[config.mk]
export PLATFORM = sky130hd
export DESIGN_NAME = hazard_unit
export DESIGN_NICKNAME = d
export VERILOG_FILES = /design/src/cpu_cfg.svh /design/src/cpu_pkg.sv /design/src/hazard_unit.sv
export SDC_FILE = /design/constraint.sdc
export NUM_CORES = 1
export LEC_CHECK = 0
export CAP_MARGIN = 20
export CORE_AREA = 2 2 39 41
export DETAILED_ROUTE_END_ITERATION = 6
export DIE_AREA = 0 0 41 43
export DONT_BUFFER_PORTS = 1
export GPL_ROUTABILITY_DRIVEN = 0
export MAX_ROUTING_LAYER = met4
export PLACE_DENSITY = 0.3
export SLEW_MARGIN = 0
export SYNTH_ARGS = -nofsm -noshare
export SYNTH_HDL_FRONTEND = slang
export SYNTH_SLANG_ARGS = --single-unit
[constraint.sdc]
create_clock -name clk -period 1.2 [get_ports clk]
set_clock_uncertainty 0.15 [all_clocks]
set_input_delay 0.24 -clock clk [delete_from_list [all_inputs] [get_ports clk]]
set_output_delay 0.24 -clock clk [all_outputs]
set_load 0.03 [all_outputs]
[src/cpu_cfg.svh]
`ifndef CPU_CFG_SVH
`define CPU_CFG_SVH

// general registers
`define CPU_NREG 8

// memory depths in 16-bit words
`define CPU_IMEM_DEPTH 256
`define CPU_DMEM_DEPTH 256

// data access latency, 1 to 4 cycles
`define CPU_MEM_CYCLES 2

`endif

[src/cpu_pkg.sv]
`default_nettype none

package cpu_pkg;

	// major opcode, bits [15:11] of every word
	typedef enum logic [4:0] {
		NOP   = 5'h00,
		RTYPE = 5'h01,
		ADDIU = 5'h02,
		LI    = 5'h03,
		LW    = 5'h04,
		SW    = 5'h05,
		BEQZ  = 5'h06
	} opcode_e;

	// funct field of an R-type word, also the ALU select
	typedef enum logic [1:0] {
		ALU_ADDU = 2'b00,
		ALU_SUBU = 2'b01,
		ALU_AND  = 2'b10,
		ALU_OR   = 2'b11
	} alu_fn_e;

	typedef struct packed {
		opcode_e    op;
		logic [2:0] rx;
		logic [2:0] ry;
		logic [2:0] rz;
		alu_fn_e    funct;
	} inst_r_t;

	typedef struct packed {
		opcode_e    op;
		logic [2:0] rx;
		logic [7:0] imm;
	} inst_i_t;

	// same 16 bits, two decodings
	typedef union packed {
		inst_r_t r;
		inst_i_t i;
	} inst_u;

	typedef struct packed {
		alu_fn_e     alu_fn;
		logic        use_imm;
		logic [15:0] imm16;
		logic        reg_write;
		logic [2:0]  dest;
		logic        mem_read;
		logic        mem_write;
		logic [2:0]  src_a;
		logic        use_a;
		logic [2:0]  src_b;
		logic        use_b;
	} id_ctrl_t;

	typedef struct packed {
		logic        reg_write;
		logic [2:0]  dest;
		logic [15:0] value;
	} wb_t;

endpackage

`default_nettype wire

[src/hazard_unit.sv]
`timescale 1ns/10ps
`default_nettype none

module hazard_unit (
	input  logic              clk,
	input  logic              rst,
	input  cpu_pkg::id_ctrl_t id_ctrl,
	input  logic [2:0]        exe_dest,
	input  logic              exe_reg_write,
	input  logic              mem_start,
	input  logic              mem_done,
	output logic              hold,
	output logic              bubble
);

	logic mem_busy;
	logic hold_mem;
	logic hold_raw;
	logic hit_a;
	logic hit_b;

	// access in flight between start and done
	always_ff @(posedge clk) begin
		if (rst) begin
			mem_busy <= 1'b0;
		end else if (mem_start) begin
			mem_busy <= 1'b1;
		end else if (mem_done) begin
			mem_busy <= 1'b0;
		end
	end

	assign hold_mem = mem_start | (mem_busy & ~mem_done);

	// WB needs no check, reg_file writes through
	assign hit_a = id_ctrl.use_a && (id_ctrl.src_a == exe_dest);
	assign hit_b = id_ctrl.use_b && (id_ctrl.src_b == exe_dest);
	assign hold_raw = exe_reg_write && (hit_a || hit_b);

	assign hold = hold_raw | hold_mem;
	// EXE drains only when memory is not holding it
	assign bubble = hold_raw & ~hold_mem;

endmodule

`default_nettype wire

==> key figures, run 1 <==
Place
  – Placed cell areas: a little under 200 sq um
  – Placed insts: 38
  – Post-DP HPWL: 379 um
  – PortBufs: 0

Power and ir drop
  – VDD IR max: 0.168 mV
  – Sw Share: between 20% and 30%
  – Clock share of power: 0%
  – Combinational power share: between 70 and 80%
  – LEAKAGE: roughly 0.11 nW
  – P_int: around 0.099 mW
  – Flop pwr share: around 28%
  – PD cells: 444 nW/um^2
  – NetSw: roughly 0.033 mW

Critical path
  – Crit path required time: between 800 and 900 ps
  – Crit path max-delay family: compound AO/OA/AOI/OAI gates
  – CP Buf/Inv Count: 1
  – CP Data Arrival Time: 900 ps
  – Setup CP Type: in -> out
  – Reg-to-reg setup timing slack: 260 ps
  – Crit path largest cell delay: approximately 210 ps
  – Setup crit end kind: output pin
  – Critical Path Stages: 4
  – Reg-to-Reg Start: mem_busy$_SDFFE_PP0P_
  – Worst setup path end: hold
  – Crit start category: input pin
  – Worst path cell trace: xnor2_4, nand4_1, o221ai_2, buf_6
  – Worst reg2reg path depth: 3
  – RR Endpoint: mem_busy$_SDFFE_PP0P_
  – Setup crit start: exe_dest[1]
  – Slowest CP cell: o221ai_2
  – CP max FO: 2

Timing
  – Achievable Freq: approximately 770 MHz
  – Max Slew Vio Count: 0
  – RSZ-0062 raised after global routing: true
  – Final Hold Vio Count: 0
  – Slew headroom: between 80 and 90%
  – Crit path setup slack, layout: -93.4 ps
  – Tcrit/Tclk final: 108%
  – Slew @ Worst Pin: around 230 ps
  – # setup viols final: 2
  – Tmin final: approximately 1300 ps

Synthesis
  – Cell count after synthesis: 18
  – Yosys warns: 0
  – Seq/Total Area, Yosys: between 10 and 15%
  – Average size of a mapped cell: 7.79 sq um
  – Synthesized area: roughly 140 sq um
  – Synth Register Bits: 1
  – Distinct cells, synth: 11
  – Post-Syn Nets: between 50 and 60

Layout
  – Design area: ~300 sq um
  – Synth-to-Final Area Change: 112%
  – Fin nets: 65
  – Layout cells sized above 1: between 50% and 60%
  – Largest Register: mem_busy
  – # diodes: 0
  – Biggest regs: mem_busy x1
  – Post-route insts no fill: 38
  – Max reg flops: 1
  – Utilization after layout: between 20% and 30%

Drt
  – Wire per inst: 12.4 um
  – Iteration count of the initial detailed-routing pass: 1
  – Final wirelength: 472 um
  – Vias/cell: between 3 and 4
  – DRC: 0
  – Initial DRC count: 0
  – Final ANT Viol Nets: 0
  – Via count: approximately 150

Clock network
  – Buffer count from post-CTS setup fixing: 0
  – Clk Latency, worst-skew pair: 0 ps
  – Hold-fix buffers, CTS: 0
  – Clock Pin Slew Worst Setup and Hold Paths: 0 ps

GRT
  – Global route overflow: 0
  – Vias in the first global route: 160
  – First-pass GRT wire length: 545 um
  – Largest net degree at the start of global routing: 3
  – Overall global routing resource usage: between 4 and 5%
  – Initial antenna violation count: 0

Outcome
  – Outcome: finished with violations
  – Violated checks: negative setup slack

Flow run
  – Count of max-cap constraint violations: 0

Die
  – Total core area: 1380 sq um
  – Die height: between 40 and 50 um
  – Initial cell density of the core: between 10% and 20%
  – Die Span X: about 40 um
  – Top Ports: 43
  – Full die area: approximately 1800 sq um
  – Number of cell rows: 14

Min path
  – Hold Path Class: in -> reg
layout make-up:
cell class,count,area [sq um]
Fill cell,148,1090
Sequential cell,1,20.0
Tap cell,16,20.0
Multi-Input combinational cell,15,211
Timing Repair Buffer,4,37.5
Inverter,2,7.51
kinds of logic (layout without fill, tap and decap cells):
family / Yosys count / after routing / share of synthesized area [%]
AOI/OAI and AO/OA: 4 / 4 / 25.0
xor gates and xnor gates: 6 / 6 / 37.5
DFF: 1 / 1 / 14.3
and+or+nand+nor: 5 / 5 / 17.8
buffers and inverters: 2 / 6 / 5.36
metal layers:
metal	track usage (%)	wire, um
met4	0	0
met2	7.81	215
met5	-	0
met3	0	95
met1	5.40	161
worst min-delay path by stage:
stage,from,end,slack [ps],depth (start not counted)
floorplan,rst,mem_busy$_SDFFE_PP0P_,160,1
global placement,rst,mem_busy$_SDFFE_PP0P_,160,1
detailed placement,rst,mem_busy$_SDFFE_PP0P_,160,1
CTS,rst,mem_busy$_SDFFE_PP0P_,160,1
global route,rst,mem_busy$_SDFFE_PP0P_,170,1
finish,rst,mem_busy$_SDFFE_PP0P_,160,1
power groups by stage:
stage | Clock (mW) | Sequential, mW | Combinational (mW)
6_report | 0 | 0.0375 | 0.0942
5_1_grt | 0 | 0.0380 | 0.0999
4_1_cts | 0 | 0.0371 | 0.0796
3_5_place_dp | 0 | 0.0371 | 0.0602
3_3_place_gp | 0 | 0.0371 | 0.0586
2_1_floorplan | 0 | 0.0370 | 0.0436
per-stage QoR:
stage	hold slack, ps	total power, mW	worst slack (ps)	setup TNS (ps)
detailed placement	163	0.0972	-123	-222
CTS	163	0.117	-105	-161
global placement	163	0.0957	-107	-174
global route	168	0.138	-138	-215
floorplan	162	0.0805	-93.5	-158
finish	162	0.132	-93.4	-134
repair_timing:
action	in CTS	in global routing
pin swaps	2	3
endpoints found under the setup margin	2	2
resized for setup	8	5
worst reg2reg max path, cell delays in order (launching register included):
cell	delay, ps
dfxtp_1	300
a21oi_1	210
buf_4	150
nor2_1	30
cell usage in the layout (no fill, tap or decap):
cell type and n:
nand2_1 1, a211oi_2 1, buf_6 2, inv_1 2, a21boi_2 1, xnor2_4 4, o221ai_2 1, a21oi_1 1
nand3_1 1, xnor2_2 2, buf_4 2, nor2_1 1, nand4_1 2, dfxtp_1 1
synth_stat cells:
cell      count  area share, %
a21oi_1       1            3.6
xnor2_1       6             37
a21boi_1      1            5.4
o221ai_2      1             11
nand3_1       1            3.6
nor2_1        1            2.7
a211oi_1      1            5.4
nand4_1       2            8.9
dfxtp_1       1             14
nand2_1       1            2.7
inv_1         2            5.4
Note: power is estimated with default switching activity, not from simulation.
==> run 2, diff against run 1 <==
--- a/config.mk
+++ b/config.mk
@@ -5,14 +5,15 @@
 export SDC_FILE = /design/constraint.sdc
 export NUM_CORES = 1
 export LEC_CHECK = 0
+export BUFFER_PORTS_ARGS = -buffer_cell sky130_fd_sc_hd__buf_2
 export CAP_MARGIN = 20
 export CORE_AREA = 2 2 39 41
 export DETAILED_ROUTE_END_ITERATION = 6
 export DIE_AREA = 0 0 41 43
-export DONT_BUFFER_PORTS = 1
 export GPL_ROUTABILITY_DRIVEN = 0
 export MAX_ROUTING_LAYER = met4
-export PLACE_DENSITY = 0.3
+export PLACE_DENSITY = 0.46
+export SKIP_LAST_GASP = 1
 export SLEW_MARGIN = 0
 export SYNTH_ARGS = -nofsm -noshare
 export SYNTH_HDL_FRONTEND = slang
==> key figures, run 2 (synthesized netlist as in run 1, its figures left out) <==
Outcome
  – Outcome: finished with violations
  – Violated checks: negative setup slack

Power and ir drop
  – Flop pwr share: 23.2%
  – LEAKAGE: about 0.17 nW
  – Sw Share: a little under a third
  – Clock share of power: 0%
  – NetSw: 0.0486 mW
  – P_int: between 0.1 and 0.15 mW
  – Combinational power share: 76.8%
  – VDD IR max: between 0.1 and 0.15 mV
  – PD cells: 445 nW/um^2

Clock network
  – Clk Latency, worst-skew pair: 0 ps
  – Hold-fix buffers, CTS: 0
  – Clock Pin Slew Worst Setup and Hold Paths: 0 ps

Place
  – PortBufs: 17

Layout
  – Commonest cells after routing, fill and taps aside: 9 x buf_2, 6 x buf_6, 5 x xnor2_2, 4 x buf_4
  – # diodes: 0
  – Fin nets: 81
  – Synth-to-Final Area Change: 156%
  – Biggest regs: mem_busy x1
  – Largest Register: mem_busy
  – Most common cell after layout, fill and taps aside: buf_2
  – Max reg flops: 1
  – Layout cells sized above 1: a little under three quarters
  – Utilization after layout: between 20% and 30%
  – Number of fill cells in the layout: between 150 and 200

GRT
  – M2 GR Usage: 10.9%
  – Overall global routing resource usage: 5.23%
  – Initial antenna violation count: 0
  – Vias in the first global route: just under 200
  – First-pass GRT wire length: roughly 670 um
  – Largest net degree at the start of global routing: 3
  – Global route overflow: 0
  – Met3 global-route usage: 0%
  – GRT busiest layer: met2
  – Met1 usage: roughly 5%

Timing
  – Final Hold Vio Count: 0
  – Crit path setup slack, layout: -207 ps
  – Max Slew Vio Count: 0
  – Achievable Freq: approximately 710 MHz
  – # setup viols final: 2
  – Slew @ Worst Pin: around 200 ps
  – Tcrit/Tclk final: 117%
  – Tmin final: between 1000 and 1500 ps
  – RSZ-0062 raised after global routing: true
  – Hold slack: 248 ps
  – Slew headroom: roughly 87%

Critical path
  – Reg-to-reg setup timing slack: around 300 ps
  – Slowest CP cell: o221ai_2
  – Crit path required time: just over 800 ps
  – Crit start category: input pin
  – Crit path largest cell delay: roughly 220 ps
  – Setup crit end kind: output pin
  – CP max FO: 2
  – Setup CP Type: in -> out
  – Worst path cell trace: buf_8, xnor2_2, nand4_1, o221ai_2, buf_6
  – CP Data Arrival Time: between 1000 and 1500 ps

Die
  – Initial cell density of the core: around 10%
  – Die height: 43 um
  – Total core area: about 1400 sq um
  – Die Span X: just over 40 um
  – Number of cell rows: 14
  – Full die area: 1760 sq um
  – Top Ports: 43

Flow run
  – Count of max-cap constraint violations: 0

Drt
  – Wire per inst: roughly 8.6 um
  – Final ANT Viol Nets: 0
  – Vias/cell: around 3.7
  – Via count: around 200
  – Iteration count of the initial detailed-routing pass: 2
  – DRC: 0
  – Initial DRC count: 1
  – Final wirelength: around 460 um

Min path
  – Hold Path Class: in -> reg
## run 2: path summary, 6_finish.rpt
check	startpoint	depth (start not counted)	to
min	rst	2	mem_busy$_SDFFE_PP0P_
max reg2reg	mem_busy$_SDFFE_PP0P_	3	mem_busy$_SDFFE_PP0P_
max	exe_dest[0]	5	hold
min reg2reg	mem_busy$_SDFFE_PP0P_	3	mem_busy$_SDFFE_PP0P_
## run 2: final cells by class
class,instances,area [sq um],area share [%]
Sequential cell,1,20.0,5.57
Timing Repair Buffer,20,158,43.9
Tap cell,16,20.0,5.57
Inverter,2,7.51,2.09
Multi-Input combinational cell,15,154,42.9
## run 2: what timing repair did
item / 4_1_cts / 5_1_grt
setup buffers: 0 / 0
pin swaps: 5 / 3
endpoints found under the hold margin: 0 / 0
gates resized for setup: 13 / 4
endpoints found under the setup margin: 2 / 2
## run 2: per-layer routing
layer / part of all wire, % / vias to the layer above / wire length [um]
met5: 0 / - / 0
met4: 0 / 0 / 0
met3: 9.1 / 0 / 42
met2: 57 / 8 / 264
met1: 34 / 87 / 156
li1: - / 104 / -
## run 2: per-stage QoR
step	TNS [ps]	setup WS, ps	area [sq um]	cells	power, mW
3_3_place_gp	-570	-312	272	54	0.127
2_1_floorplan	-158	-93.5	144	18	0.0805
5_1_grt	-495	-263	359	54	0.168
4_1_cts	-468	-240	342	54	0.155
3_5_place_dp	-570	-309	272	54	0.126
6_report	-400	-207	359	54	0.160
## run 2: critical path, delay by kind of cell
family | cells | cell delay (ps)
buf+inv | 2 | 260
xor+xnor | 1 | 130
simple gates | 1 | 170
compound gates | 1 | 220
## run 2: power groups by stage
stage               clock (mW)  combinational (mW)  sequential (mW)
floorplan                    0              0.0436           0.0370
global placement             0              0.0896           0.0371
detailed placement           0              0.0892           0.0371
CTS                          0               0.118           0.0371
global route                 0               0.131           0.0371
finish                       0               0.123           0.0371
==> run 3, diff against run 2 <==
--- a/config.mk
+++ b/config.mk
@@ -5,14 +5,16 @@
 export SDC_FILE = /design/constraint.sdc
 export NUM_CORES = 1
 export LEC_CHECK = 0
+export ABC_AREA = 1
 export BUFFER_PORTS_ARGS = -buffer_cell sky130_fd_sc_hd__buf_2
 export CAP_MARGIN = 20
 export CORE_AREA = 2 2 39 41
 export DETAILED_ROUTE_END_ITERATION = 6
 export DIE_AREA = 0 0 41 43
 export GPL_ROUTABILITY_DRIVEN = 0
+export HOLD_SLACK_MARGIN = 0.02
 export MAX_ROUTING_LAYER = met4
-export PLACE_DENSITY = 0.46
+export PLACE_DENSITY = 0.49
 export SKIP_LAST_GASP = 1
 export SLEW_MARGIN = 0
 export SYNTH_ARGS = -nofsm -noshare
==> key figures, run 3 <==
Min path
  – Hold Path Class: in -> reg
  – Hold path startpoint: rst

Die
  – Die Span X: a little over 40 um
  – Top Ports: 43
  – Total core area: 1380 sq um
  – Full die area: 1760 sq um
  – Die height: around 43 um
  – Number of cell rows: 14
  – Initial cell density of the core: 12.7%

Layout
  – Largest Register: mem_busy
  – Biggest regs: mem_busy x1
  – Most common cell after layout, fill and taps aside: nand2_1
  – Commonest cells after routing, fill and taps aside: 15 x nand2_1, 9 x buf_2, 8 x buf_6, 7 x nor2_1
  – Multi-input logic area: 136 sq um
  – Fin nets: 102
  – Max reg flops: 1
  – # diodes: 0
  – Design area: between 300 and 400 sq um
  – Number of fill cells in the layout: approximately 170
  – Synth-to-Final Area Change: 102%
  – Layout cells sized above 1: a little over half
  – Seq. cell area: approximately 20 sq um

Drt
  – Final wirelength: approximately 470 um
  – Vias/cell: around 3.5
  – Initial DRC count: 3
  – Wire per inst: between 6 and 7 um
  – Iteration count of the initial detailed-routing pass: 2
  – DRC: 0
  – Via count: roughly 260
  – Final ANT Viol Nets: 0

Synthesis
  – Yosys warns: 0
  – EDFF count, synth: 0
  – Synth Register Bits: 1
  – Cell count after synthesis: between 40 and 50
  – Synthesized area: 176 sq um
  – Ys async rst share: 0%
  – Seq/Total Area, Yosys: a little under an eighth
  – Average size of a mapped cell: between 4 and 5 sq um
  – Post-synth top cells: 20 x nand2_1, 8 x inv_1, 7 x nor2_1, 2 x inv_2
  – Post-Syn Nets: 82
  – Ys flop type: dfxtp_1
  – Top-count cell post-synth: nand2_1
  – Post-synth top area cell: nand2_1
  – Area contributors post-synth: nand2_1 43%, inv_1 17%, nor2_1 15%, dfxtp_1 11%, inv_2 4.3%
  – Distinct cells, synth: 8
  – Area share of the largest cell type after synthesis: between 40% and 50%

Timing
  – RSZ-0062 raised after global routing: true
  – Final setup TNS: -314 ps
  – # setup viols final: 2
  – Achievable Freq: 723 MHz
  – Tmin final: between 1000 and 1500 ps
  – Final Hold Vio Count: 0
  – Crit path setup slack, layout: -183 ps
  – Slew @ Worst Pin: around 170 ps
  – Slew headroom: around 89%
  – Max Slew Vio Count: 0
  – Tcrit/Tclk final: 115%

Power and ir drop
  – PD cells: around 400 nW/um^2
  – VDD IR max: 0.187 mV
  – LEAKAGE: around 0.22 nW

Critical path
  – Setup crit start: id_ctrl[3]
  – Crit start category: input pin
  – Setup CP Type: in -> out
  – Reg-to-Reg Start: mem_busy$_SDFFE_PP0P_
  – Reg-to-reg setup timing slack: ~310 ps
  – CP Data Arrival Time: 990 ps
  – CP max FO: 2
  – Crit path required time: just over 800 ps
  – Setup crit end kind: output pin

Clock network
  – Buffer count from post-CTS setup fixing: 0
  – Clock Pin Slew Worst Setup and Hold Paths: 0 ps
  – Hold-fix buffers, CTS: 0
  – Clk Latency, worst-skew pair: 0 ps

Place
  – Post-DP HPWL: approximately 420 um
  – Placed cell areas: 297 sq um
  – PortBufs: 17

Flow run
  – Count of max-cap constraint violations: 0

Outcome
  – Outcome: finished with violations
  – Violated checks: negative setup slack

GRT
  – Overall global routing resource usage: between 5 and 6%
  – Initial antenna violation count: 0
  – Global route overflow: 0
  – Vias in the first global route: ~240
  – First-pass GRT wire length: between 700 and 800 um
  – Largest net degree at the start of global routing: 4
==> run 3: per-layer routing <==
layer	wire, um	global-route usage, %	share of wire (%)
met1	168	7.32	35
met2	248	10.9	52
met3	58	0	12
met4	0	0	0
met5	0	-	0
==> run 3: worst max-delay path, cell delays in order <==
cell and delay, ps:
buf_2 90, inv_1 30, nand2_1 40, nand2_1 50, nor2_1 90, nand2_1 50
nand2_1 70, nand2_2 80, nor2_4 110, buf_6 130
==> run 3: worst paths after layout <==
| check | cells after the start | endpoint |
|---|---|---|
| worst min-delay path | 2 | mem_busy$_SDFFE_PP0P_ |
| worst min register to register | 3 | mem_busy$_SDFFE_PP0P_ |
| worst max register to register | 3 | mem_busy$_SDFFE_PP0P_ |
| worst max-delay path | 10 | bubble |
==> run 3: layout make-up <==
cell class,instances,area share (%)
multi-input cells,30,38.2
well taps,16,5.61
repair buffers,18,40.0
flip-flops and latches,1,5.61
inverters,10,10.5
==> run 3: logic make-up after synthesis <==
family                 after synthesis  synth area share, %
AND/OR/NAND/NOR                     29                 64.5
AO/OA/AOI/OAI                        1                 2.83
flip-flops                           1                 11.3
buffers and inverters               10                 21.3
==> run 3: repair_timing <==
action | in CTS | in global routing
endpoints found under the setup margin | 2 | 2
cloned | 0 | 0
endpoints found under the hold margin | 0 | 0
resized for setup | 6 | 13
pin swaps | 2 | 13
==> run 3: power breakdown <==
group	switching (mW)	leakage, nW	total [mW]	internal [mW]
Combinational	0.0502	0.212	0.108	0.0580
Clock	0	0	0	0
Sequential	0.000538	0.00836	0.0367	0.0361
Total	0.0508	0.220	0.145	0.0941
==> run 3: metrics by stage <==
stage	hold WS [ps]	worst slack (ps)	power, mW	std cells	util, %
2_1_floorplan	162	-6.12	0.0826	41	-
3_3_place_gp	247	-237	0.122	75	21.4
3_5_place_dp	248	-232	0.122	75	21.4
4_1_cts	249	-167	0.130	75	22.8
5_1_grt	259	-266	0.159	75	25.8
6_report	247	-183	0.145	75	25.8
